### src/pc_board_pkg.sv
/* shared widths, decode constants and the I/O slot enum for the board glue logic,
   referenced by scoped name from the interface and every RTL module */
package pc_board_pkg;

   // system bus
   localparam int ADDR_W = 20;
   localparam int DATA_W = 8;

   // memory map
   localparam int NUM_BANKS   = 4;     // 64K RAM banks
   localparam int ROM_CHIPS   = 8;     // 8K ROM sockets
   localparam int RAM_TOP_BIT = 18;    // first bit above the 256K RAM region

   // ROM window, top address nibble
   localparam logic [3:0] ROM_SEG_DEFAULT = 4'hF;

   // DMA channels, also the ack bus width and page file depth
   localparam int NUM_DMA_CH = 4;
   localparam int PAGE_W     = 4;      // A19..A16 of a DMA cycle

   // I/O decode slots, selected by address bits 7..5
   typedef enum logic [2:0] {
      IO_DMA      = 3'd0,   // 8237 DMA controller
      IO_INTR     = 3'd1,   // 8259 interrupt controller
      IO_TIMER    = 3'd2,   // 8253 timer
      IO_PPI      = 3'd3,   // 8255 parallel port
      IO_DMA_PAGE = 3'd4,   // page register write
      IO_NMI_MASK = 3'd5,   // NMI mask write
      IO_SPARE0   = 3'd6,
      IO_SPARE1   = 3'd7
   } io_sel_e;

endpackage

### src/xbus_if.sv
/* buffered system-board bus, driven by the top level from its input pins
   and read by the decode, register and NMI blocks through their modports */
`timescale 1ns/1ps

interface xbus_if;

   logic [pc_board_pkg::ADDR_W-1:0]     addr;
   logic [pc_board_pkg::DATA_W-1:0]     data;

   // command strobes, all active low
   logic                                ior_n;
   logic                                iow_n;
   logic                                memr_n;
   logic                                memw_n;

   logic                                aen;      // high while DMA owns the bus
   logic [pc_board_pkg::NUM_DMA_CH-1:0] dack_n;   // DMA acknowledges

   // address and memory decode
   modport decode (input addr, ior_n, iow_n, memr_n, memw_n, aen, dack_n);

   // DMA page register file
   modport regs (input addr, data, dack_n);

   // NMI mask register
   modport nmi (input data);

endinterface
### src/dma_page_regs.sv
/* four-entry DMA page register file, written through the page port and
   read out by the active DMA acknowledge as the upper address nibble */
`timescale 1ns/1ps

module dma_page_regs (
   input  logic                             clk,
   input  logic                             reset_n,
   xbus_if.regs                             bus,
   input  logic                             page_wr_n_i,
   output logic [pc_board_pkg::PAGE_W-1:0]  dma_page_o
);

   localparam int IDX_W = $clog2(pc_board_pkg::NUM_DMA_CH);

   logic [pc_board_pkg::PAGE_W-1:0] page_q [pc_board_pkg::NUM_DMA_CH];
   logic [IDX_W-1:0]                wr_idx;
   logic [IDX_W-1:0]                rd_idx;

   assign wr_idx = bus.addr[IDX_W-1:0];   // A1..A0

   // ack lines wired straight to the read select, as on the 670 file
   // ch2 -> entry 1, ch3 -> entry 2, idle -> entry 3
   assign rd_idx = {bus.dack_n[2], bus.dack_n[3]};

   // held write strobe just rewrites the same entry
   always_ff @(posedge clk) begin
      if (!reset_n) begin
         for (int i = 0; i < pc_board_pkg::NUM_DMA_CH; i++) begin
            page_q[i] <= '0;
         end
      end else if (!page_wr_n_i) begin
         page_q[wr_idx] <= bus.data[pc_board_pkg::PAGE_W-1:0];
      end
   end

   assign dma_page_o = page_q[rd_idx];

endmodule

### src/io_port_decode.sv
/* low I/O port decoder: peripheral chip selects plus the page and NMI mask
   write strobes, purely combinational from address, aen and iow_n */
`timescale 1ns/1ps

module io_port_decode (
   xbus_if.decode     bus,
   output logic [3:0] io_cs_n_o,     // DMA, interrupt ctrl, timer, PPI
   output logic       page_wr_n_o,
   output logic       nmi_wr_n_o
);

   pc_board_pkg::io_sel_e slot;
   logic                  io_en;

   // ports 000h..0FFh only, and not during a DMA cycle
   assign io_en = ~bus.aen & (bus.addr[9:8] == 2'b00);
   assign slot  = pc_board_pkg::io_sel_e'(bus.addr[7:5]);

   // 3-to-8 decode over A7..A5
   always_comb begin
      io_cs_n_o   = 4'b1111;
      page_wr_n_o = 1'b1;
      nmi_wr_n_o  = 1'b1;
      if (io_en) begin
         case (slot)
            pc_board_pkg::IO_DMA: begin
               io_cs_n_o[0] = 1'b0;
            end
            pc_board_pkg::IO_INTR: begin
               io_cs_n_o[1] = 1'b0;
            end
            pc_board_pkg::IO_TIMER: begin
               io_cs_n_o[2] = 1'b0;
            end
            pc_board_pkg::IO_PPI: begin
               io_cs_n_o[3] = 1'b0;
            end
            pc_board_pkg::IO_DMA_PAGE: begin
               page_wr_n_o = bus.iow_n;   // write only
            end
            pc_board_pkg::IO_NMI_MASK: begin
               nmi_wr_n_o = bus.iow_n;    // write only
            end
            pc_board_pkg::IO_SPARE0,
            pc_board_pkg::IO_SPARE1: begin
               io_cs_n_o = 4'b1111;       // nothing fitted
            end
            default: begin
               io_cs_n_o = 4'b1111;
            end
         endcase
      end
   end

endmodule

### src/mem_bank_decode.sv
/* ROM socket selects and RAS/CAS for the four RAM banks, including DMA
   channel 0 refresh; CAS is a registered copy of RAS one clock later */
`timescale 1ns/1ps

module mem_bank_decode #(
   parameter logic [3:0] ROM_SEG = pc_board_pkg::ROM_SEG_DEFAULT
) (
   input  logic                                clk,
   input  logic                                reset_n,
   xbus_if.decode                              bus,
   output logic [pc_board_pkg::ROM_CHIPS-1:0]  rom_cs_n_o,
   output logic [pc_board_pkg::NUM_BANKS-1:0]  ras_n_o,
   output logic [pc_board_pkg::NUM_BANKS-1:0]  cas_n_o
);

   localparam int ROM_IDX_W  = $clog2(pc_board_pkg::ROM_CHIPS);
   localparam int BANK_IDX_W = $clog2(pc_board_pkg::NUM_BANKS);
   localparam int SEG_LSB    = pc_board_pkg::ADDR_W - 4;   // A16

   logic                  mem_cyc;
   logic                  refresh;
   logic                  rom_hit;
   logic                  ram_hit;
   logic [ROM_IDX_W-1:0]  rom_idx;
   logic [BANK_IDX_W-1:0] bank_idx;

   assign mem_cyc = ~bus.memr_n | ~bus.memw_n;

   // refresh is a DMA ch0 memory read
   assign refresh = ~bus.dack_n[0] & ~bus.memr_n;

   assign rom_hit = (bus.addr[pc_board_pkg::ADDR_W-1:SEG_LSB] == ROM_SEG) & ~bus.memr_n;
   assign rom_idx = bus.addr[SEG_LSB-1 -: ROM_IDX_W];   // A15..A13

   // lower 256K, normal CPU or DMA cycle
   assign ram_hit  = (bus.addr[pc_board_pkg::ADDR_W-1:pc_board_pkg::RAM_TOP_BIT] == '0)
                     & bus.dack_n[0] & mem_cyc;
   assign bank_idx = bus.addr[pc_board_pkg::RAM_TOP_BIT-1 -: BANK_IDX_W];   // A17..A16

   always_comb begin
      rom_cs_n_o = '1;
      if (rom_hit) begin
         rom_cs_n_o[rom_idx] = 1'b0;
      end
   end

   // refresh strobes every bank at once, address ignored
   always_comb begin
      ras_n_o = '1;
      if (refresh) begin
         ras_n_o = '0;
      end else if (ram_hit) begin
         ras_n_o[bank_idx] = 1'b0;
      end
   end

   // stands in for the delay line tap; RAS-only during refresh
   always_ff @(posedge clk) begin
      if (!reset_n) begin
         cas_n_o <= '1;
      end else begin
         cas_n_o <= ras_n_o | {pc_board_pkg::NUM_BANKS{refresh}};
      end
   end

endmodule

### src/nmi_control.sv
/* NMI enable mask, I/O channel check latch and the final NMI combine
   with the active-low parity error input */
`timescale 1ns/1ps

module nmi_control (
   input  logic  clk,
   input  logic  reset_n,
   xbus_if.nmi   bus,
   input  logic  nmi_wr_n_i,
   input  logic  io_ch_ck_n_i,
   input  logic  parity_err_n_i,
   output logic  nmi_o,
   output logic  io_ch_ck_o
);

   logic mask_q;   // D7 of the last mask write
   logic chck_q;   // sticky channel check

   always_ff @(posedge clk) begin
      if (!reset_n) begin
         mask_q <= 1'b0;
      end else if (!nmi_wr_n_i) begin
         mask_q <= bus.data[7];
      end
   end

   // a mask write rearms the latch; a pin still held low wins
   always_ff @(posedge clk) begin
      if (!reset_n) begin
         chck_q <= 1'b0;
      end else if (!io_ch_ck_n_i) begin
         chck_q <= 1'b1;
      end else if (!nmi_wr_n_i) begin
         chck_q <= 1'b0;
      end
   end

   assign io_ch_ck_o = chck_q;

   // parity goes straight through, channel check via the latch
   assign nmi_o = mask_q & (chck_q | ~parity_err_n_i);

endmodule

### src/pc_glue_top.sv
/* system-board glue top level: pins in, bus bundle out to the I/O decode,
   memory decode, DMA page file and NMI blocks */
`timescale 1ns/1ps

module pc_glue_top #(
   parameter logic [3:0] ROM_SEG = pc_board_pkg::ROM_SEG_DEFAULT
) (
   input  logic                                 clk,
   input  logic                                 reset_n,
   input  logic [pc_board_pkg::ADDR_W-1:0]      addr_i,
   input  logic [pc_board_pkg::DATA_W-1:0]      data_i,
   input  logic                                 ior_n_i,
   input  logic                                 iow_n_i,
   input  logic                                 memr_n_i,
   input  logic                                 memw_n_i,
   input  logic                                 aen_i,
   input  logic [pc_board_pkg::NUM_DMA_CH-1:0]  dack_n_i,
   input  logic                                 io_ch_ck_n_i,
   input  logic                                 parity_err_n_i,
   output logic [3:0]                           io_cs_n_o,   // DMA, intr, timer, PPI
   output logic [pc_board_pkg::ROM_CHIPS-1:0]   rom_cs_n_o,
   output logic [pc_board_pkg::NUM_BANKS-1:0]   ras_n_o,
   output logic [pc_board_pkg::NUM_BANKS-1:0]   cas_n_o,
   output logic [pc_board_pkg::PAGE_W-1:0]      dma_page_o,
   output logic                                 nmi_o,
   output logic                                 io_ch_ck_o
);

   logic page_wr_n;   // io decode -> page file
   logic nmi_wr_n;    // io decode -> NMI mask

   xbus_if bus ();

   assign bus.addr   = addr_i;
   assign bus.data   = data_i;
   assign bus.ior_n  = ior_n_i;
   assign bus.iow_n  = iow_n_i;
   assign bus.memr_n = memr_n_i;
   assign bus.memw_n = memw_n_i;
   assign bus.aen    = aen_i;
   assign bus.dack_n = dack_n_i;

   io_port_decode i_io_dec (
      .bus         (bus.decode),
      .io_cs_n_o   (io_cs_n_o),
      .page_wr_n_o (page_wr_n),
      .nmi_wr_n_o  (nmi_wr_n)
   );

   mem_bank_decode #(
      .ROM_SEG (ROM_SEG)
   ) i_mem_dec (
      .clk        (clk),
      .reset_n    (reset_n),
      .bus        (bus.decode),
      .rom_cs_n_o (rom_cs_n_o),
      .ras_n_o    (ras_n_o),
      .cas_n_o    (cas_n_o)
   );

   dma_page_regs i_page (
      .clk         (clk),
      .reset_n     (reset_n),
      .bus         (bus.regs),
      .page_wr_n_i (page_wr_n),
      .dma_page_o  (dma_page_o)
   );

   nmi_control i_nmi (
      .clk            (clk),
      .reset_n        (reset_n),
      .bus            (bus.nmi),
      .nmi_wr_n_i     (nmi_wr_n),
      .io_ch_ck_n_i   (io_ch_ck_n_i),
      .parity_err_n_i (parity_err_n_i),
      .nmi_o          (nmi_o),
      .io_ch_ck_o     (io_ch_ck_o)
   );

endmodule

### config.mk
export PLATFORM = sky130hd
export DESIGN_NAME = pc_glue_top
export DESIGN_NICKNAME = d
export VERILOG_FILES = /design/src/pc_board_pkg.sv /design/src/xbus_if.sv /design/src/dma_page_regs.sv /design/src/io_port_decode.sv /design/src/mem_bank_decode.sv /design/src/nmi_control.sv /design/src/pc_glue_top.sv
export SDC_FILE = /design/constraint.sdc
export NUM_CORES = 1
export LEC_CHECK = 0
export ABC_AREA = 1
export ABC_CLOCK_PERIOD_IN_PS = 1300
export BUFFER_PORTS_ARGS = -buffer_cell sky130_fd_sc_hd__buf_2
export CORE_ASPECT_RATIO = 1.4
export CORE_UTILIZATION = 39
export DETAILED_ROUTE_END_ITERATION = 12
export GPL_TIMING_DRIVEN = 0
export PLACE_DENSITY = 0.75
export SETUP_SLACK_MARGIN = 0.5
export SLEW_MARGIN = 20
export SYNTH_ARGS = -nofsm -noshare
export SYNTH_HDL_FRONTEND = slang
export SYNTH_SLANG_ARGS = --single-unit
### constraint.sdc
create_clock -name clk -period 1.3 [get_ports clk]
set_clock_uncertainty 0.1 [all_clocks]
set_input_delay 0.13 -clock clk [delete_from_list [all_inputs] [get_ports clk]]
set_output_delay 0.13 -clock clk [all_outputs]
set_load 0.02 [all_outputs]
After elaboration in Yosys (flattened, before gate mapping):

Memories as Yosys holds them, arrays and structs flattened.
Index checks and enable logic that the tools add are counted.

* add/subtract/negate cells: 0
* $mul: 0
* divide/modulo/power cells: 0
* order comparisons: 4
* equal/unequal tests: 7
* shifts and indexed selects: 0
* muxes and demuxes: 25
* bitwise operators: 16
* reduce and logical (&&, ||, !) cells: 6

Operators with widths (count)
* 1-bit 2-to-1 mux: 17
* 4-bit 2-to-1 mux: 4
* 8-bit 2-to-1 mux: 1
* 8-bit NOT: 1
* 1-bit AND: 6
* 3-bit by 2-bit == test with 1-bit output (second input constant): 2
* 3-bit == test (second input constant): 2
* 1-bit NOT: 5
* 4-bit == test (second input constant): 1
* 2-bit zero test: 2
* 3-bit by 4-bit less-than comparator with 1-bit output (second input constant): 1
* 4-bit NOT: 1
* 4-bit bitwise OR: 1
* 4-bit OR reduction: 1
* 1-bit demux with 3-bit select: 1
* 3-bit by 1-bit == test with 1-bit output (second input constant): 1
* 3-bit by 1-bit >= comparator with 1-bit output (second input constant): 1
* 3-bit zero test: 1
* 2-bit by 3-bit less-than comparator with 1-bit output (second input constant): 1
* 1-bit demux with 2-bit select: 1
* 2-bit by 1-bit >= comparator with 1-bit output (second input constant): 1
* 1-bit logical AND: 2
* 2-bit 2-to-1 mux: 1
* 2-bit inequality test (second input constant): 1
* 1-bit bitwise OR: 2

* flip-flop bits (word level): 6
* latch bits: 0
* memory bits (writable): 16
* bits in read-only memories: 0
* input port bits: 41
* logic and storage cells: 62
* memories kept: 1

Memories
* i_page.page_q: words 4, bits a word 4, read ports 1, clocked after Yosys merged registers in 0, wr ports 4, line dma_page_regs.sv:15 `logic [pc_board_pkg::PAGE_W-1:0] page_q [pc_board_pkg::NUM_DMA_CH];`

Longest topological paths before layout:

* depth in word-level cells: 8
* mapped depth: 6
* depth with buffers taken out: 6

Cells and area by module:

A second synthesis with hierarchy kept.

* cell total of the unflattened synthesis: 179
* area total of the unflattened synthesis: 1261.2 um^2

Modules (own cells, without submodules)
* dma_page_regs: instances 1, cells each 97, area each 818.3 um^2, sequential area each 480.5 um^2
* mem_bank_decode: instances 1, cells each 47, area each 266.5 um^2, sequential area each 80.1 um^2
* io_port_decode: instances 1, cells each 24, area each 97.6 um^2, sequential area each 0.0 um^2
* nmi_control: instances 1, cells each 11, area each 78.8 um^2, sequential area each 40.0 um^2

Worst setup path after synthesis:

Ideal clock, no wire load.

* kind: input to register
* from: input port addr_i[9] (netlist name)
* to: memory i_page.page_q[2][0] (netlist name) (enable)
* library setup time: 0.318 ns
* arrival time: 0.808 ns
* data required time: 0.882 ns
* slack: 0.074 ns
* stages: 5
* cells stage by stage: nor2_1 nand2_2 nor2_8 nand2_4 o21ai_2

RTL lines
* from (decl): line pc_glue_top.sv:10 `input logic [pc_board_pkg::ADDR_W-1:0] addr_i,`
* to (decl): line dma_page_regs.sv:15

Worst setup path after layout:

* from: memory i_page.page_q[1][0] (netlist name)
* to: output port dma_page_o[0] (netlist name)

* cells in the longest elaborated chain, start to end: 1

Ends and longest elaborated chain
* memory read 4 x 4 bit
* to (decl): line pc_glue_top.sv:24 `output logic [pc_board_pkg::PAGE_W-1:0] dma_page_o,`

Every way passes these cells.

==> metrics.yaml <==
synth:
  netlist_instances: 141
  synth_top_cell_area_share_pct: 40.0
  synth_fa_ha_area_share_pct: 0
  yosysUniqueCellTypes: 20
  synth_top_family_by_area: "simple AND/OR/NAND/NOR gates"
  synthXorXnorAreaFrac_pct: 0
  muxShareOfSynthArea_pct: 0
  syn_area_per_cell_sq_um: 8.53
  synthTopCellsByArea: "edfxtp_1, dfxtp_1, nor2_1, nand2_1, inv_1"
  synth_fp_nets: 182
  ys.warnings.count: 0
  synth_compound_area_share_pct: 7.60
  syn_area_sq_um: 1200
  synth_area_leader_cell: "edfxtp_1"
  seq_area_frac_synth_pct: 49.9
  synthSimpleGateAreaFrac_pct: 36.0
  yosys_register_bits: 22
placed_design:
  dp_hpwl_mm: 2.30
  portBuffers: 54
  gp_congestion: 0.729
  dp_cells: 232
  pre_cts_slack_ns: -0.158
setup_path:
  cp.required_ns: 1.07
  worstPathMaxFanout: 1
  rr_worst_depth: 3
  worst-r2r-setup-slack_ns: 0.50
  critPathArrivalTime_ns: 1.05
  worstReg2RegEnd: "i_nmi.io_ch_ck_o"
  endpoint_kind: "output port"
  endpoint: "dma_page_o[0]"
  crit_start: "i_page.page_q[1][0]"
  r2r-start: "i_nmi.io_ch_ck_o"
  start_kind: "flop"
  path_class: "reg2out"
die:
  dieArea_sq_um: 3310
  num_rows: 23
  ios: 67
  coreArea_sq_um: 2910
  die_x_um: 48.9
  initial_core_util_pct: 41.4
  die_y_um: 67.7
global_routing:
  grt_antenna_before_repair: 0
  grt_pass1_vias: 1238
  grt_start_max_net_pins: 13
  grt_pass1_wl_mm: 5.22
  grt-ovfl-total: 0
  track_usage_pct: 20.8
timing:
  finalWorstSetupSlack_ns: 0.0179
  rsz0062_at_grt: "yes"
  final_hold_viol_count: 1
  worstMarginPinSlew_ns: 0.428
  fin_setup_tns_ns: 0
  period_needed_ns: 1.28
  setup_viol: 0
  timing.fmax_mhz: 780
  slew_viol_final: 0
  period_share_pct: 98.6
  holdWs_ns: -0.0482
  max_slew_margin_pct: 71.4
layout:
  antenna_cells: 0
  final_core_util_pct: 80.7
  nets: 251
  drive_gt1_share_pct: 75.1
  areaGrowthSynthToFinish_pct: 95.0
  final_common_cell: "buf_6"
  final_cell_mix: "buf_6, buf_2, nor2_4"
  final_cell_count_no_fill: 246
clocking:
  htreeDepth: 1
  cts_tree: "yes"
  cts_buffer_depth: 2
  cts.sinks: 22
  clockRootBuffer: "clkbuf_8"
  cts_buffers: 3
  clkLatencyLatePin_ns: 0.26
  clkSlewWorstSetupHoldPaths_ns: 0.07
power:
  sw_frac_of_total_pct: 28.6
  irDropWorstVdd_v: 0.000533
  p_seq_share_pct: 48.8
  power_w: 0.00163
  power.density_nw_per_um2: 693
  leakage_nw: 0.989
  p_comb_share_pct: 25.2
  power.switching_w: 0.000465
  p_int_w: 0.00116
  clkPwrFrac_pct: 26.1
routing:
  viasPerCell: 5.00
  drt-pass1-iter-count: 4
  drtIter0Drc: 12
  ant_nets: 0
  drc: 0
  finalWirelength_mm: 3.70
  vias: 1231
  drt-wirelength-per-cell_um: 15.0
worst_hold_path:
  hp-class: "in2reg"
  hp-start: "io_ch_ck_n_i"
status:
  violations: "negative hold slack"
  status: "finished with violations"
run:
  maxCapViolCount: 0
kinds of logic (layout without fill, tap and decap cells):
| kind of cell | Yosys count | count (layout) |
|---|---|---|
| simple gates | 83 | 83 |
| buf+inv | 20 | 88 |
| flops | 22 | 22 |
| compound gates | 16 | 16 |
sequential cells by signal (all words and copies together) (netlist names):
register	cells
i_nmi.mask_q	1
i_mem_dec.cas_n_o	4
i_page.page_q	16
i_nmi.io_ch_ck_o	1
area by class of cell:
cell class                 count  area (sq um)
clock buffer                   4          45.0
multi-input combinational     99           960
buffer                         2          27.5
inverter                      18          82.6
timing repair buffer          64           573
tap                           37          46.3
fill                         168           562
sequential                    22           611
metrics by stage:
stage	area, sq um	hold WS, ns
floorplan	1470	0.113
global placement	1780	0.198
detailed placement	1780	0.205
CTS	2190	-0.0667
global route	2340	-0.0474
finish	2340	-0.0482
cells in the mapped netlist (all sizes together):
master / count
nor2: 39
nand2: 26
inv: 18
edfxtp: 16
nand3: 9
o21ai: 9
dfxtp: 6
nor3: 6
o22ai: 4
a21oi: 2
buf: 2
nand4: 2
a21boi: 1
nand3b: 1
power groups by stage:
| stage | clock, W | sequential, W | combinational [W] |
|---|---|---|---|
| 6_report | 0.000424 | 0.000793 | 0.000409 |
| 3_3_place_gp | 0 | 0.000805 | 0.000289 |
| 4_1_cts | 0.000414 | 0.000791 | 0.000367 |
| 3_5_place_dp | 0 | 0.000805 | 0.000300 |
| 5_1_grt | 0.000456 | 0.000794 | 0.000434 |
| 2_1_floorplan | 0 | 0.000806 | 0.000180 |
routing by layer:
| layer | global-route usage, % | vias to the layer above | wire length, um |
|---|---|---|---|
| li1 | - | 602 | - |
| met3 | 2.03 | 5 | 137 |
| met4 | 8.82 | 0 | 58 |
| met5 | 0 | - | 0 |
| met1 | 20.1 | 583 | 1160 |
| met2 | 44.1 | 41 | 2340 |
what timing repair did:
action	in CTS	in global routing
hold endpoints to repair	1	1
setup endpoints to repair	58	61
gates resized for setup	82	41
setup buffers	9	1
pin swaps	23	11
how the worst min path moves through the flow:
stage          cells past startpoint  slack [ns]               end
2_1_floorplan                      1        0.11  i_nmi.io_ch_ck_o
3_3_place_gp                       2        0.20  i_nmi.io_ch_ck_o
3_5_place_dp                       2        0.21  i_nmi.io_ch_ck_o
4_1_cts                            2       -0.07  i_nmi.io_ch_ck_o
5_1_grt                            2       -0.05  i_nmi.io_ch_ck_o
6_report                           2       -0.05  i_nmi.io_ch_ck_o
critical path: stages (launching register included):
cell and delay (ns):
edfxtp_1 0.40, o21ai_2 0.17, o22ai_2 0.09, buf_6 0.14
Power figures use the tool's default switching activity.
